`config.mk`:
```
export PLATFORM = sky130hd
export DESIGN_NAME = enc_if_top
export DESIGN_NICKNAME = d
export VERILOG_FILES = /design/src/enc_pkg.sv /design/src/wb_pkg.sv /design/src/enc_if_top.sv /design/src/enc_input_sync.sv /design/src/enc_period_meter.sv /design/src/enc_quad_decoder.sv /design/src/enc_wb_regs.sv
export SDC_FILE = /design/constraint.sdc
export NUM_CORES = 1
export LEC_CHECK = 0
export ABC_AREA = 1
export BUFFER_PORTS_ARGS = -buffer_cell sky130_fd_sc_hd__buf_2
export CORE_MARGIN = 4
export CORE_UTILIZATION = 50
export DETAILED_ROUTE_END_ITERATION = 12
export PLACE_DENSITY = 0.69
export SETUP_SLACK_MARGIN = 0.05
export SLEW_MARGIN = 15
export SYNTH_ARGS = -nofsm -noshare
export SYNTH_HDL_FRONTEND = slang
export SYNTH_SLANG_ARGS = --single-unit
```
`constraint.sdc`:
```
create_clock -name clk_fast -period 7.7 [get_ports clk_fast]
set_input_delay 0.77 -clock clk_fast [delete_from_list [all_inputs] [get_ports clk_fast]]
set_output_delay 0.77 -clock clk_fast [all_outputs]
set_load 0.1 [all_outputs]
```
`src/enc_pkg.sv`:
```
// ----------------------------------------
// encoder constants
// ----------------------------------------

package enc_pkg;

   localparam int period_count_width = 22;                    // period counter bits
   localparam logic [period_count_width-1:0] period_overflow = '1; // saturated count

   localparam int position_width = 32;                        // signed position bits

   localparam int period_word_width = 32;                     // host word size
   localparam int period_flag_width = 3;                      // from_latch, dir, dir_changed
   localparam int period_reserved_width =
      period_word_width - period_flag_width - period_count_width; // 7 spare bits

   // ----------------------------------------
   // period word, raw and field views
   // ----------------------------------------

   typedef union packed {
      logic [period_word_width-1:0] raw;                      // as the host sees it
      struct packed {
         logic from_latch;                                    // latched value reported
         logic dir;                                           // current direction
         logic dir_changed;                                   // reversal since last tick
         logic [period_reserved_width-1:0] reserved;          // always zero
         logic [period_count_width-1:0] count;                // clk_fast cycles
      } fields;
   } period_word_t;

endpackage

```
`src/wb_pkg.sv`:
```
// ----------------------------------------
// bus widths and register map
// ----------------------------------------

package wb_pkg;

   localparam int wb_addr_width = 4;                          // word address
   localparam int wb_data_width = 32;                         // whole words only

   // word addresses
   localparam logic [wb_addr_width-1:0] reg_period_addr   = 0; // read only
   localparam logic [wb_addr_width-1:0] reg_position_addr = 1; // write presets position
   localparam logic [wb_addr_width-1:0] reg_ctrl_addr     = 2; // control bits
   localparam logic [wb_addr_width-1:0] reg_status_addr   = 3; // sticky status

   // bit positions inside ctrl and status
   localparam int ctrl_dir_invert_bit   = 0;                  // flips counting direction
   localparam int status_quad_error_bit = 0;                  // write 1 to clear

endpackage

```
`src/enc_if_top.sv`:
```
`timescale 1ns/1ps

module enc_if_top (
   input  logic clk_fast,
   input  logic reset,
   input  logic a,
   input  logic b,
   input  logic wb_cyc,
   input  logic wb_stb,
   input  logic wb_we,
   input  logic [wb_pkg::wb_addr_width-1:0] wb_adr,
   input  logic [wb_pkg::wb_data_width-1:0] wb_dat_w,
   output logic [wb_pkg::wb_data_width-1:0] wb_dat_r,
   output logic wb_ack
);

   import enc_pkg::*;

   logic a_s;                                   // synchronized lines
   logic b_s;
   logic tick;                                  // one cycle per edge
   logic dir;
   logic quad_error_pulse;
   logic signed [position_width-1:0] position;
   logic dir_invert;                            // from ctrl register
   logic pos_load;                              // preset strobe
   logic [position_width-1:0] pos_load_value;
   period_word_t period;

   // ----------------------------------------
   // pins -> decoder -> period -> bus
   // ----------------------------------------

   enc_input_sync enc_input_sync_i (
      .clk_fast (clk_fast),
      .reset    (reset),
      .a        (a),
      .b        (b),
      .a_s      (a_s),
      .b_s      (b_s)
   );

   enc_quad_decoder enc_quad_decoder_i (
      .clk_fast         (clk_fast),
      .reset            (reset),
      .a_s              (a_s),
      .b_s              (b_s),
      .dir_invert       (dir_invert),
      .pos_load         (pos_load),
      .pos_load_value   (pos_load_value),
      .tick             (tick),
      .dir              (dir),
      .quad_error_pulse (quad_error_pulse),
      .position         (position)
   );

   enc_period_meter enc_period_meter_i (
      .clk_fast (clk_fast),
      .reset    (reset),
      .tick     (tick),
      .dir      (dir),
      .period   (period)
   );

   enc_wb_regs enc_wb_regs_i (
      .clk_fast         (clk_fast),
      .reset            (reset),
      .wb_cyc           (wb_cyc),
      .wb_stb           (wb_stb),
      .wb_we            (wb_we),
      .wb_adr           (wb_adr),
      .wb_dat_w         (wb_dat_w),
      .wb_dat_r         (wb_dat_r),
      .wb_ack           (wb_ack),
      .period           (period),
      .position         (position),
      .quad_error_pulse (quad_error_pulse),
      .dir_invert       (dir_invert),
      .pos_load         (pos_load),
      .pos_load_value   (pos_load_value)
   );

endmodule

```
`src/enc_input_sync.sv`:
```
`timescale 1ns/1ps

module enc_input_sync (
   input  logic clk_fast,
   input  logic reset,
   input  logic a,
   input  logic b,
   output logic a_s,
   output logic b_s
);

   // bit 1 carries a, bit 0 carries b
   logic [1:0] meta;                  // first flop, may go metastable
   logic [1:0] stable;                // second flop, settled
   logic [1:0] held;                  // clean copy for the decoder

   // ----------------------------------------
   // three fixed stages per line
   // ----------------------------------------

   always_ff @(posedge clk_fast or negedge reset) begin
      if (!reset) begin
         meta   <= 2'b00;
         stable <= 2'b00;
         held   <= 2'b00;
      end else begin
         meta   <= {a, b};            // async pins sampled here
         stable <= meta;              // resolve metastability
         held   <= stable;            // one more stage, glitch free
      end
   end

   assign a_s = held[1];
   assign b_s = held[0];

endmodule

```
`src/enc_period_meter.sv`:
```
`timescale 1ns/1ps

module enc_period_meter (
   input  logic clk_fast,
   input  logic reset,
   input  logic tick,
   input  logic dir,
   output enc_pkg::period_word_t period
);

   import enc_pkg::*;

   logic [period_count_width-1:0] counter;  // cycles since last tick
   logic [period_count_width-1:0] latch;    // count at last tick
   logic dir_q;                             // dir, one cycle behind the tick
   logic dir_prev;                          // dir_q one cycle earlier
   logic dir_flip;                          // reversal seen this cycle
   logic dir_changed;                       // held until next tick
   period_word_t next_word;

   // dir moves on the same edge as tick, so it is retimed by one cycle
   // and the reversal lands after the tick has cleared the counter
   assign dir_flip = dir_q ^ dir_prev;

   always_ff @(posedge clk_fast or negedge reset) begin
      if (!reset) begin
         dir_q    <= 1'b0;
         dir_prev <= 1'b0;
      end else begin
         dir_q    <= dir;
         dir_prev <= dir_q;
      end
   end

   // ----------------------------------------
   // latch and saturating counter
   // ----------------------------------------

   always_ff @(posedge clk_fast or negedge reset) begin
      if (!reset) begin
         latch <= '0;
      end else if (tick) begin
         latch <= counter;            // value before the clear
      end
   end

   always_ff @(posedge clk_fast or negedge reset) begin
      if (!reset) begin
         counter     <= '0;
         dir_changed <= 1'b0;
      end else if (tick) begin
         counter     <= '0;           // restart, G cycles later reads G-1
         dir_changed <= 1'b0;
      end else if (dir_flip) begin
         counter     <= period_overflow; // reversal, period meaningless
         dir_changed <= 1'b1;
      end else if (counter != period_overflow) begin
         counter     <= counter + 1'b1;  // stops at overflow
      end
   end

   // ----------------------------------------
   // output word, larger of the two counts
   // ----------------------------------------

   always_comb begin
      next_word                    = '0;   // reserved bits read zero
      next_word.fields.dir         = dir_q;
      next_word.fields.dir_changed = dir_changed;
      if (counter >= latch) begin
         next_word.fields.from_latch = 1'b0; // running count is longer
         next_word.fields.count      = counter;
      end else begin
         next_word.fields.from_latch = 1'b1;
         next_word.fields.count      = latch;
      end
   end

   always_ff @(posedge clk_fast) begin
      period <= next_word;            // one cycle after the counter
   end

endmodule

```
`src/enc_quad_decoder.sv`:
```
`timescale 1ns/1ps

module enc_quad_decoder (
   input  logic clk_fast,
   input  logic reset,
   input  logic a_s,
   input  logic b_s,
   input  logic dir_invert,
   input  logic pos_load,
   input  logic [enc_pkg::position_width-1:0] pos_load_value,
   output logic tick,
   output logic dir,
   output logic quad_error_pulse,
   output logic signed [enc_pkg::position_width-1:0] position
);

   import enc_pkg::*;

   logic a_prev;                      // a_s one cycle ago
   logic b_prev;                      // b_s one cycle ago
   logic a_changed;
   logic b_changed;
   logic one_step;                    // legal 4x transition
   logic both_step;                   // illegal, both lines moved
   logic step_dir;                    // 1 counts up
   logic signed [position_width-1:0] step; // +1 or -1

   // ----------------------------------------
   // transition detect
   // ----------------------------------------

   assign a_changed = a_s ^ a_prev;
   assign b_changed = b_s ^ b_prev;
   assign one_step  = a_changed ^ b_changed;   // exactly one line
   assign both_step = a_changed & b_changed;

   // new a against old b gives the phase order
   assign step_dir = (a_s ^ b_prev) ^ dir_invert;
   assign step     = step_dir ? position_width'(signed'(1)) : '1; // '1 is -1

   always_ff @(posedge clk_fast or negedge reset) begin
      if (!reset) begin
         a_prev <= 1'b0;              // matches sync reset value
         b_prev <= 1'b0;
      end else begin
         a_prev <= a_s;
         b_prev <= b_s;
      end
   end

   // ----------------------------------------
   // tick, direction, position
   // ----------------------------------------

   always_ff @(posedge clk_fast or negedge reset) begin
      if (!reset) begin
         tick             <= 1'b0;
         dir              <= 1'b0;
         quad_error_pulse <= 1'b0;
         position         <= '0;
      end else begin
         tick             <= one_step;   // one cycle after the change
         quad_error_pulse <= both_step;  // position and dir left alone
         if (one_step) begin
            dir <= step_dir;
         end
         if (pos_load) begin
            position <= signed'(pos_load_value); // preset wins over a step
         end else if (one_step) begin
            position <= position + step;
         end
      end
   end

endmodule

```
`src/enc_wb_regs.sv`:
```
`timescale 1ns/1ps

module enc_wb_regs (
   input  logic clk_fast,
   input  logic reset,
   input  logic wb_cyc,
   input  logic wb_stb,
   input  logic wb_we,
   input  logic [wb_pkg::wb_addr_width-1:0] wb_adr,
   input  logic [wb_pkg::wb_data_width-1:0] wb_dat_w,
   output logic [wb_pkg::wb_data_width-1:0] wb_dat_r,
   output logic wb_ack,
   input  enc_pkg::period_word_t period,
   input  logic signed [enc_pkg::position_width-1:0] position,
   input  logic quad_error_pulse,
   output logic dir_invert,
   output logic pos_load,
   output logic [enc_pkg::position_width-1:0] pos_load_value
);

   import wb_pkg::*;

   logic request;                     // cyc and stb both high
   logic access;                      // request not yet acked
   logic write_stb;                   // write lands this edge
   logic status_clear;                // host clears quad_error
   logic quad_error;                  // sticky error bit
   logic [wb_data_width-1:0] read_mux;

   // ----------------------------------------
   // classic handshake
   // ----------------------------------------

   assign request   = wb_cyc & wb_stb;
   assign access    = request & ~wb_ack;   // master drops stb after ack
   assign write_stb = access & wb_we;

   always_ff @(posedge clk_fast or negedge reset) begin
      if (!reset) begin
         wb_ack <= 1'b0;
      end else begin
         wb_ack <= access;            // exactly one cycle, no stall
      end
   end

   // ----------------------------------------
   // control and status
   // ----------------------------------------

   assign status_clear = write_stb & (wb_adr == reg_status_addr) &
                         wb_dat_w[status_quad_error_bit];

   always_ff @(posedge clk_fast or negedge reset) begin
      if (!reset) begin
         dir_invert <= 1'b0;
         quad_error <= 1'b0;
      end else begin
         if (write_stb && (wb_adr == reg_ctrl_addr)) begin
            dir_invert <= wb_dat_w[ctrl_dir_invert_bit];
         end
         if (quad_error_pulse) begin
            quad_error <= 1'b1;       // new error beats a clear
         end else if (status_clear) begin
            quad_error <= 1'b0;
         end
      end
   end

   // preset goes straight to the decoder, loads at the ack edge
   assign pos_load       = write_stb & (wb_adr == reg_position_addr);
   assign pos_load_value = wb_dat_w;

   // ----------------------------------------
   // read path
   // ----------------------------------------

   always_comb begin
      case (wb_adr)
         reg_period_addr:   read_mux = period.raw;
         reg_position_addr: read_mux = unsigned'(position);
         reg_ctrl_addr: begin
            read_mux = '0;
            read_mux[ctrl_dir_invert_bit] = dir_invert;
         end
         reg_status_addr: begin
            read_mux = '0;
            read_mux[status_quad_error_bit] = quad_error;
         end
         default:           read_mux = '0;   // unmapped reads zero
      endcase
   end

   always_ff @(posedge clk_fast) begin
      if (access) begin
         wb_dat_r <= read_mux;        // held while ack is high
      end
   end

endmodule

```
==> out/qor.yml, run 1 <==
die_h_microns: 141
syn-cell-area_sq_um: 8880
cellPowerDensity_nw_per_um2: 392
dp_hpwl_microns: 16800
rsz0062_at_grt: "no"
syn_to_final_growth_pct: 12.3
worst_slew_pin_slew_ps: 964
cts_tree: "built"
synthMuxAreaShare: 0
coreArea_sq_um: 17400
post_synth_xor_area_fraction: 0.0209
synth_simple_gate_area_frac: 0.292
period_minus_slack_ps: 3600
synth_compound_area_frac: 0.139
cp_max_fo: 37
grt_pass1_vias: 7621
synthFlopType: "dfrtp_1"
initialDrtViolationCount: 640
yosys_warnings: 0
nets: 1344
grt-ovfl-total: 0
clk_pin_slew_ps: 70
clk_latency_ps: 430
slew_violations: 0
synth_top_family_by_area: "simple AND/OR/NAND/NOR gates"
grt_pass1_wl_microns: 37900
post_cts_buffers: 0
required_ps: 8040
drc: 0
clock_sinks: 150
synth_nets: 1282
finalSetupViolCount: 0
ir_drop_v: 0.000244
ys_types: 47
place_congestion: 0.977
start_util: 0.512
cpPeakStageDelay_ps: 800
path_class: "in -> reg"
ys_seq_area_frac: 0.427
antenna_found_initial: 0
finalClockSkew_ps: 8.91
dieWidth_microns: 141
postSynth.asyncResetShare: 0.620
crit_path_top_delay_cell: "nor2_1"
cts.path.max_buffers: 2
critPathArrivalTime_ps: 3940
hold_viol: 0
fin_crit_sh: 0.468
routed_wl_microns: 23300
outcome: "finished clean"
synthAdderAreaFrac: 0.0352
htreeDepth: 4
cts_buffers: 17
grt_max_degree: 70
root_buffer: "clkbuf_16"
final_cells: 1514
clock.fmax_mhz: 278
ys_ff_latch: 150
dieArea_sq_um: 20000
drive_gt1_frac: 0.126
crit_top_cell: "inv_1"
num_antenna_cells: 0
antenna_left: 0
slew_headroom: 0.358
postCtsHoldBufs: 0
tns_ps: 0
rows: 48
io_buffers: 75
vias_per_cell: 5.40
synthCells: 1214
wire_per_inst_microns: 15.4
dp_cells: 1482
p_leak_nw: 4.91
grt_usage: 0.237
startpoint_type: "input pin"
dr_total_vias: 8183
synth_edf_count: 32
first_pass_iters: 5
syn_area_per_cell_sq_um: 7.31
cp-end-kind: "flip-flop"
crit_chain: "buf_2 > nor2_1 > inv_1 > nor3_1 > inv_1 > nor2_1 > nor2_2 > buf_4 > inv_1 > o21ai_0 > o22ai_1"
holdCritPathClass: "in -> async"
cap_viol_max_count: 0
cts_resized: 0
pin_count: 76
## report_power, final
part	switching, mW	internal (mW)	total (mW)	leakage, nW
registers	0.274	1.09	1.36	1.66
clock network	0.360	0.453	0.812	0.275
logic	1.17	0.558	1.73	2.98
## through the flow
stage / util / hold WS [ps] / total power, mW / cell area [sq um] / setup WS (ps)
after floorplan: - / 331 / 2.62 / 8880 / 4170
after global placement: 0.542 / 333 / 3.04 / 9400 / 3930
after detailed placement: 0.542 / 337 / 3.07 / 9400 / 3730
after CTS: 0.574 / 246 / 3.90 / 9970 / 4160
after global routing: 0.574 / 268 / 4.24 / 9970 / 3770
final: 0.574 / 241 / 3.91 / 9970 / 4100
## worst max-delay path, delay by kind of cell
kind / cells / cell delay (ps)
AOI/OAI and AO/OA: 2 / 370
and+or+nand+nor: 4 / 1270
buffers and inverters: 5 / 1500
## path summary, 6_finish.rpt
kind | from | to | slack (ps) | cells after the start
max | wb_adr[3] | enc_quad_decoder_i.position[9]$_DFFE_PN0P_ | 4100 | 11
min | reset | enc_quad_decoder_i.position[3]$_DFFE_PN0P_ | 240 | 1
max reg2reg | enc_wb_regs_i.wb_ack$_DFF_PN0_ | enc_quad_decoder_i.position[9]$_DFFE_PN0P_ | 4340 | 8
min reg2reg | enc_input_sync_i.meta[0]$_DFF_PN0_ | enc_input_sync_i.stable[0]$_DFF_PN0_ | 350 | 0
max in group asynchronous | reset | enc_period_meter_i.latch[6]$_DFFE_PN0P_ | 6230 | 2
min in group clk_fast | enc_input_sync_i.meta[0]$_DFF_PN0_ | enc_input_sync_i.stable[0]$_DFF_PN0_ | 350 | 0
## per-layer routing
layer | global-route usage | share of wire
met1 | 0.327 | 0.45
met2 | 0.385 | 0.47
met3 | 0.0394 | 0.061
met4 | 0.0699 | 0.019
met5 | 0 | 0
## sequential cells by signal, indices dropped and copies added, names as in the netlist, 2 cells and up
signal	flops
enc_input_sync_i.meta	2
enc_period_meter_i.period	25
enc_period_meter_i.latch	22
enc_input_sync_i.held	2
enc_input_sync_i.stable	2
enc_period_meter_i.counter	22
enc_wb_regs_i.wb_dat_r	32
enc_quad_decoder_i.position	32
## Yosys cell counts (15+ instances only)
master | count | area share
nand2_1 | 377 | 0.16
inv_1 | 145 | 0.061
o21ai_0 | 117 | 0.066
nor2_1 | 108 | 0.046
dfrtp_1 | 93 | 0.26
nand3_1 | 63 | 0.036
edfxtp_1 | 32 | 0.11
a21oi_1 | 31 | 0.017
dfxtp_1 | 25 | 0.056
ha_1 | 25 | 0.035
clkbuf_1 | 23 | 0.0097
nor3_1 | 18 | 0.010
nand2_2 | 15 | 0.011
o41ai_1 | 15 | 0.015
## layout by cell type (no fill, tap or decap), drive strengths merged, types with 17 or more instances in the layout
cell    count
a21oi      32
buf        81
clkbuf     17
dfrtp      93
dfxtp      25
edfxtp     32
ha         25
inv       156
nand2     393
nand3      65
nor2      120
nor3       20
o21ai     126
## area by class of cell
cell class / instances / area, sq um
Clock buffer: 17 / 425
Clock inverter: 15 / 146
Fill cell: 1631 / 7390
Multi-Input combinational cell: 875 / 4340
Tap cell: 225 / 282
Inverter: 151 / 567
Sequential cell: 150 / 3790
Timing Repair Buffer: 81 / 423
## cell families (layout without fill, tap and decap cells)
kind of cell | Yosys count | in the layout
AO/OA/AOI/OAI | 210 | 210
buffers and inverters | 189 | 264
flip-flops | 150 | 150
XOR/XNOR | 19 | 19
adder cells (fa/ha/maj) | 25 | 25
AND/OR/NAND/NOR | 621 | 621
Note: power is estimated with default switching activity, not from simulation.
==> run 2, diff against run 1 <==
==> constraint.sdc (replaced) <==
create_clock -name clk_fast -period 3.65 [get_ports clk_fast]
set_input_delay 0.365 -clock clk_fast [delete_from_list [all_inputs] [get_ports clk_fast]]
set_output_delay 0.365 -clock clk_fast [all_outputs]
set_load 0.1 [all_outputs]
==> out/qor.yml, run 2 (synthesis results as in run 1) <==
finalWorstSetupSlack_ps: 931
root_buffer: "clkbuf_16"
grt_usage: 0.245
cp_max_fo: 34
worst_hold_slack_ps: 38.3
dr_total_vias: 8176
period_minus_slack_ps: 2720
rows: 48
final_common_cell: "nand2_1"
outcome: "finished clean"
grt_most_used_layer: "met2"
tns_ps: 0
finalClockSkew_ps: 7.51
ir_drop_v: 0.000477
startpoint_type: "flip-flop"
p_total_mw: 8.29
hold_viol: 0
grt_pass1_vias: 7730
crit_top_cell: "nand2_1"
clk_pin_slew_ps: 70
path_class: "reg -> reg"
grt_max_degree: 56
first_pass_iters: 6
die_h_microns: 141
cellPowerDensity_nw_per_um2: 826
routed_wl_microns: 23700
final_cells: 1521
crit_path_top_delay_cell: "dfrtp_1"
grt_pass1_wl_microns: 39200
htreeDepth: 4
p_leak_nw: 4.96
placed_area_sq_um: 9440
cpPeakStageDelay_ps: 460
crit_chain: "inv_1 > nand2_1 > nand3_1 > nand2_2 > buf_4 > nand2_1 > nand2_1 > nor2_1 > nand2_2 > inv_1 > nand2_1 > nand2_1 > a21oi_1 > nand2_1 > nand2_1 > nand3_1 > nand2_1 > o21ai_2"
use_met2: 0.394
critPathArrivalTime_ps: 3000
layout_common_cells: "377 x nand2_1, 145 x inv_1, 117 x o21ai_0"
worst_slew_pin_slew_ps: 966
holdCritPathClass: "in -> reg"
reg_top3: "enc_quad_decoder_i.position (32), enc_wb_regs_i.wb_dat_r (32), enc_period_meter_i.period (25)"
place_congestion: 0.972
dp_cells: 1488
cts_tree: "built"
slew_headroom: 0.355
rsz0062_at_grt: "no"
clock_sinks: 150
syn_to_final_growth_pct: 13.0
start_util: 0.512
cts_resized: 0
nFillCells: 1634
antenna_left: 0
pin_count: 76
post-route-cell-area_sq_um: 10000
slew_violations: 0
dp_hpwl_microns: 17300
cp-end-kind: "flip-flop"
nets: 1351
required_ps: 3930
vias_per_cell: 5.38
dieWidth_microns: 141
grt-ovfl-total: 0
initialDrtViolationCount: 681
cap_viol_max_count: 0
cts_buffers: 17
fin_crit_sh: 0.745
clock.fmax_mhz: 368
finalSetupViolCount: 0
drc: 0
coreArea_sq_um: 17400
drive_gt1_frac: 0.130
dieArea_sq_um: 20000
grt_use_met1: 0.336
io_buffers: 75
final_core_util: 0.578
clk_latency_ps: 430
wire_per_inst_microns: 15.6
cts.path.max_buffers: 2
met3_usage: 0.0482
place_ws_ps: 652
antenna_found_initial: 0
num_antenna_cells: 0
==> run 2: cell count changes in the layout (fill, tap and decap cells not counted) <==
cell / before / now
clkbuf_1: 0 / 1
inv_6: 1 / 5
clkinv_2: 2 / 0
clkinvlp_4: 3 / 1
clkinv_4: 3 / 2
dlygate4sd3_1: 0 / 1
clkinv_1: 1 / 0
buf_4: 7 / 13
inv_8: 4 / 5
==> run 2: worst paths after layout <==
| path | startpoint | end | slack, ps | depth (start not counted) |
|---|---|---|---|---|
| hold / removal | b | enc_input_sync_i.meta[0]$_DFF_PN0_ | 40 | 1 |
| min in group asynchronous | reset | enc_quad_decoder_i.position[2]$_DFFE_PN0P_ | 480 | 2 |
| max in group asynchronous | reset | enc_period_meter_i.counter[8]$_DFFE_PN0P_ | 2350 | 3 |
| hold reg to reg | enc_input_sync_i.meta[0]$_DFF_PN0_ | enc_input_sync_i.stable[0]$_DFF_PN0_ | 350 | 0 |
| setup / recovery | enc_input_sync_i.held[1]$_DFF_PN0_ | enc_quad_decoder_i.position[25]$_DFFE_PN0P_ | 930 | 18 |
| setup reg to reg | enc_input_sync_i.held[1]$_DFF_PN0_ | enc_quad_decoder_i.position[25]$_DFFE_PN0P_ | 930 | 18 |
==> run 2: worst max-delay path, delay by kind of cell (launching register included) <==
kind / cells / cell delay (ps)
AND/OR/NAND/NOR: 13 / 1330
buffers and inverters: 3 / 520
AO/OA/AOI/OAI: 2 / 250
flip-flops: 1 / 460
==> run 2: repair_timing <==
action	CTS	global route
hold endpoints to repair	44	0
buffers inserted	0	0
hold buffers	1	0
==> run 2: cell type report <==
type	count	area (sq um)	area share
Multi-Input combinational cell	875	4340	0.432
Sequential cell	150	3790	0.377
Inverter	151	567	0.0565
Timing Repair Buffer	88	478	0.0476
Clock buffer	18	429	0.0428
Tap cell	225	282	0.0280
Clock inverter	14	155	0.0155
==> run 2: report_power, final <==
group	switching, mW	internal [mW]
clock	0.775	0.974
combinational	2.48	1.19
sequential	0.577	2.30
==> run 2: metal layers <==
metal  routed length [microns]  part of all wire
met1                     10500              0.44
met2                     11000              0.47
met3                      1580             0.067
met4                       619             0.026
met5                         0                 0
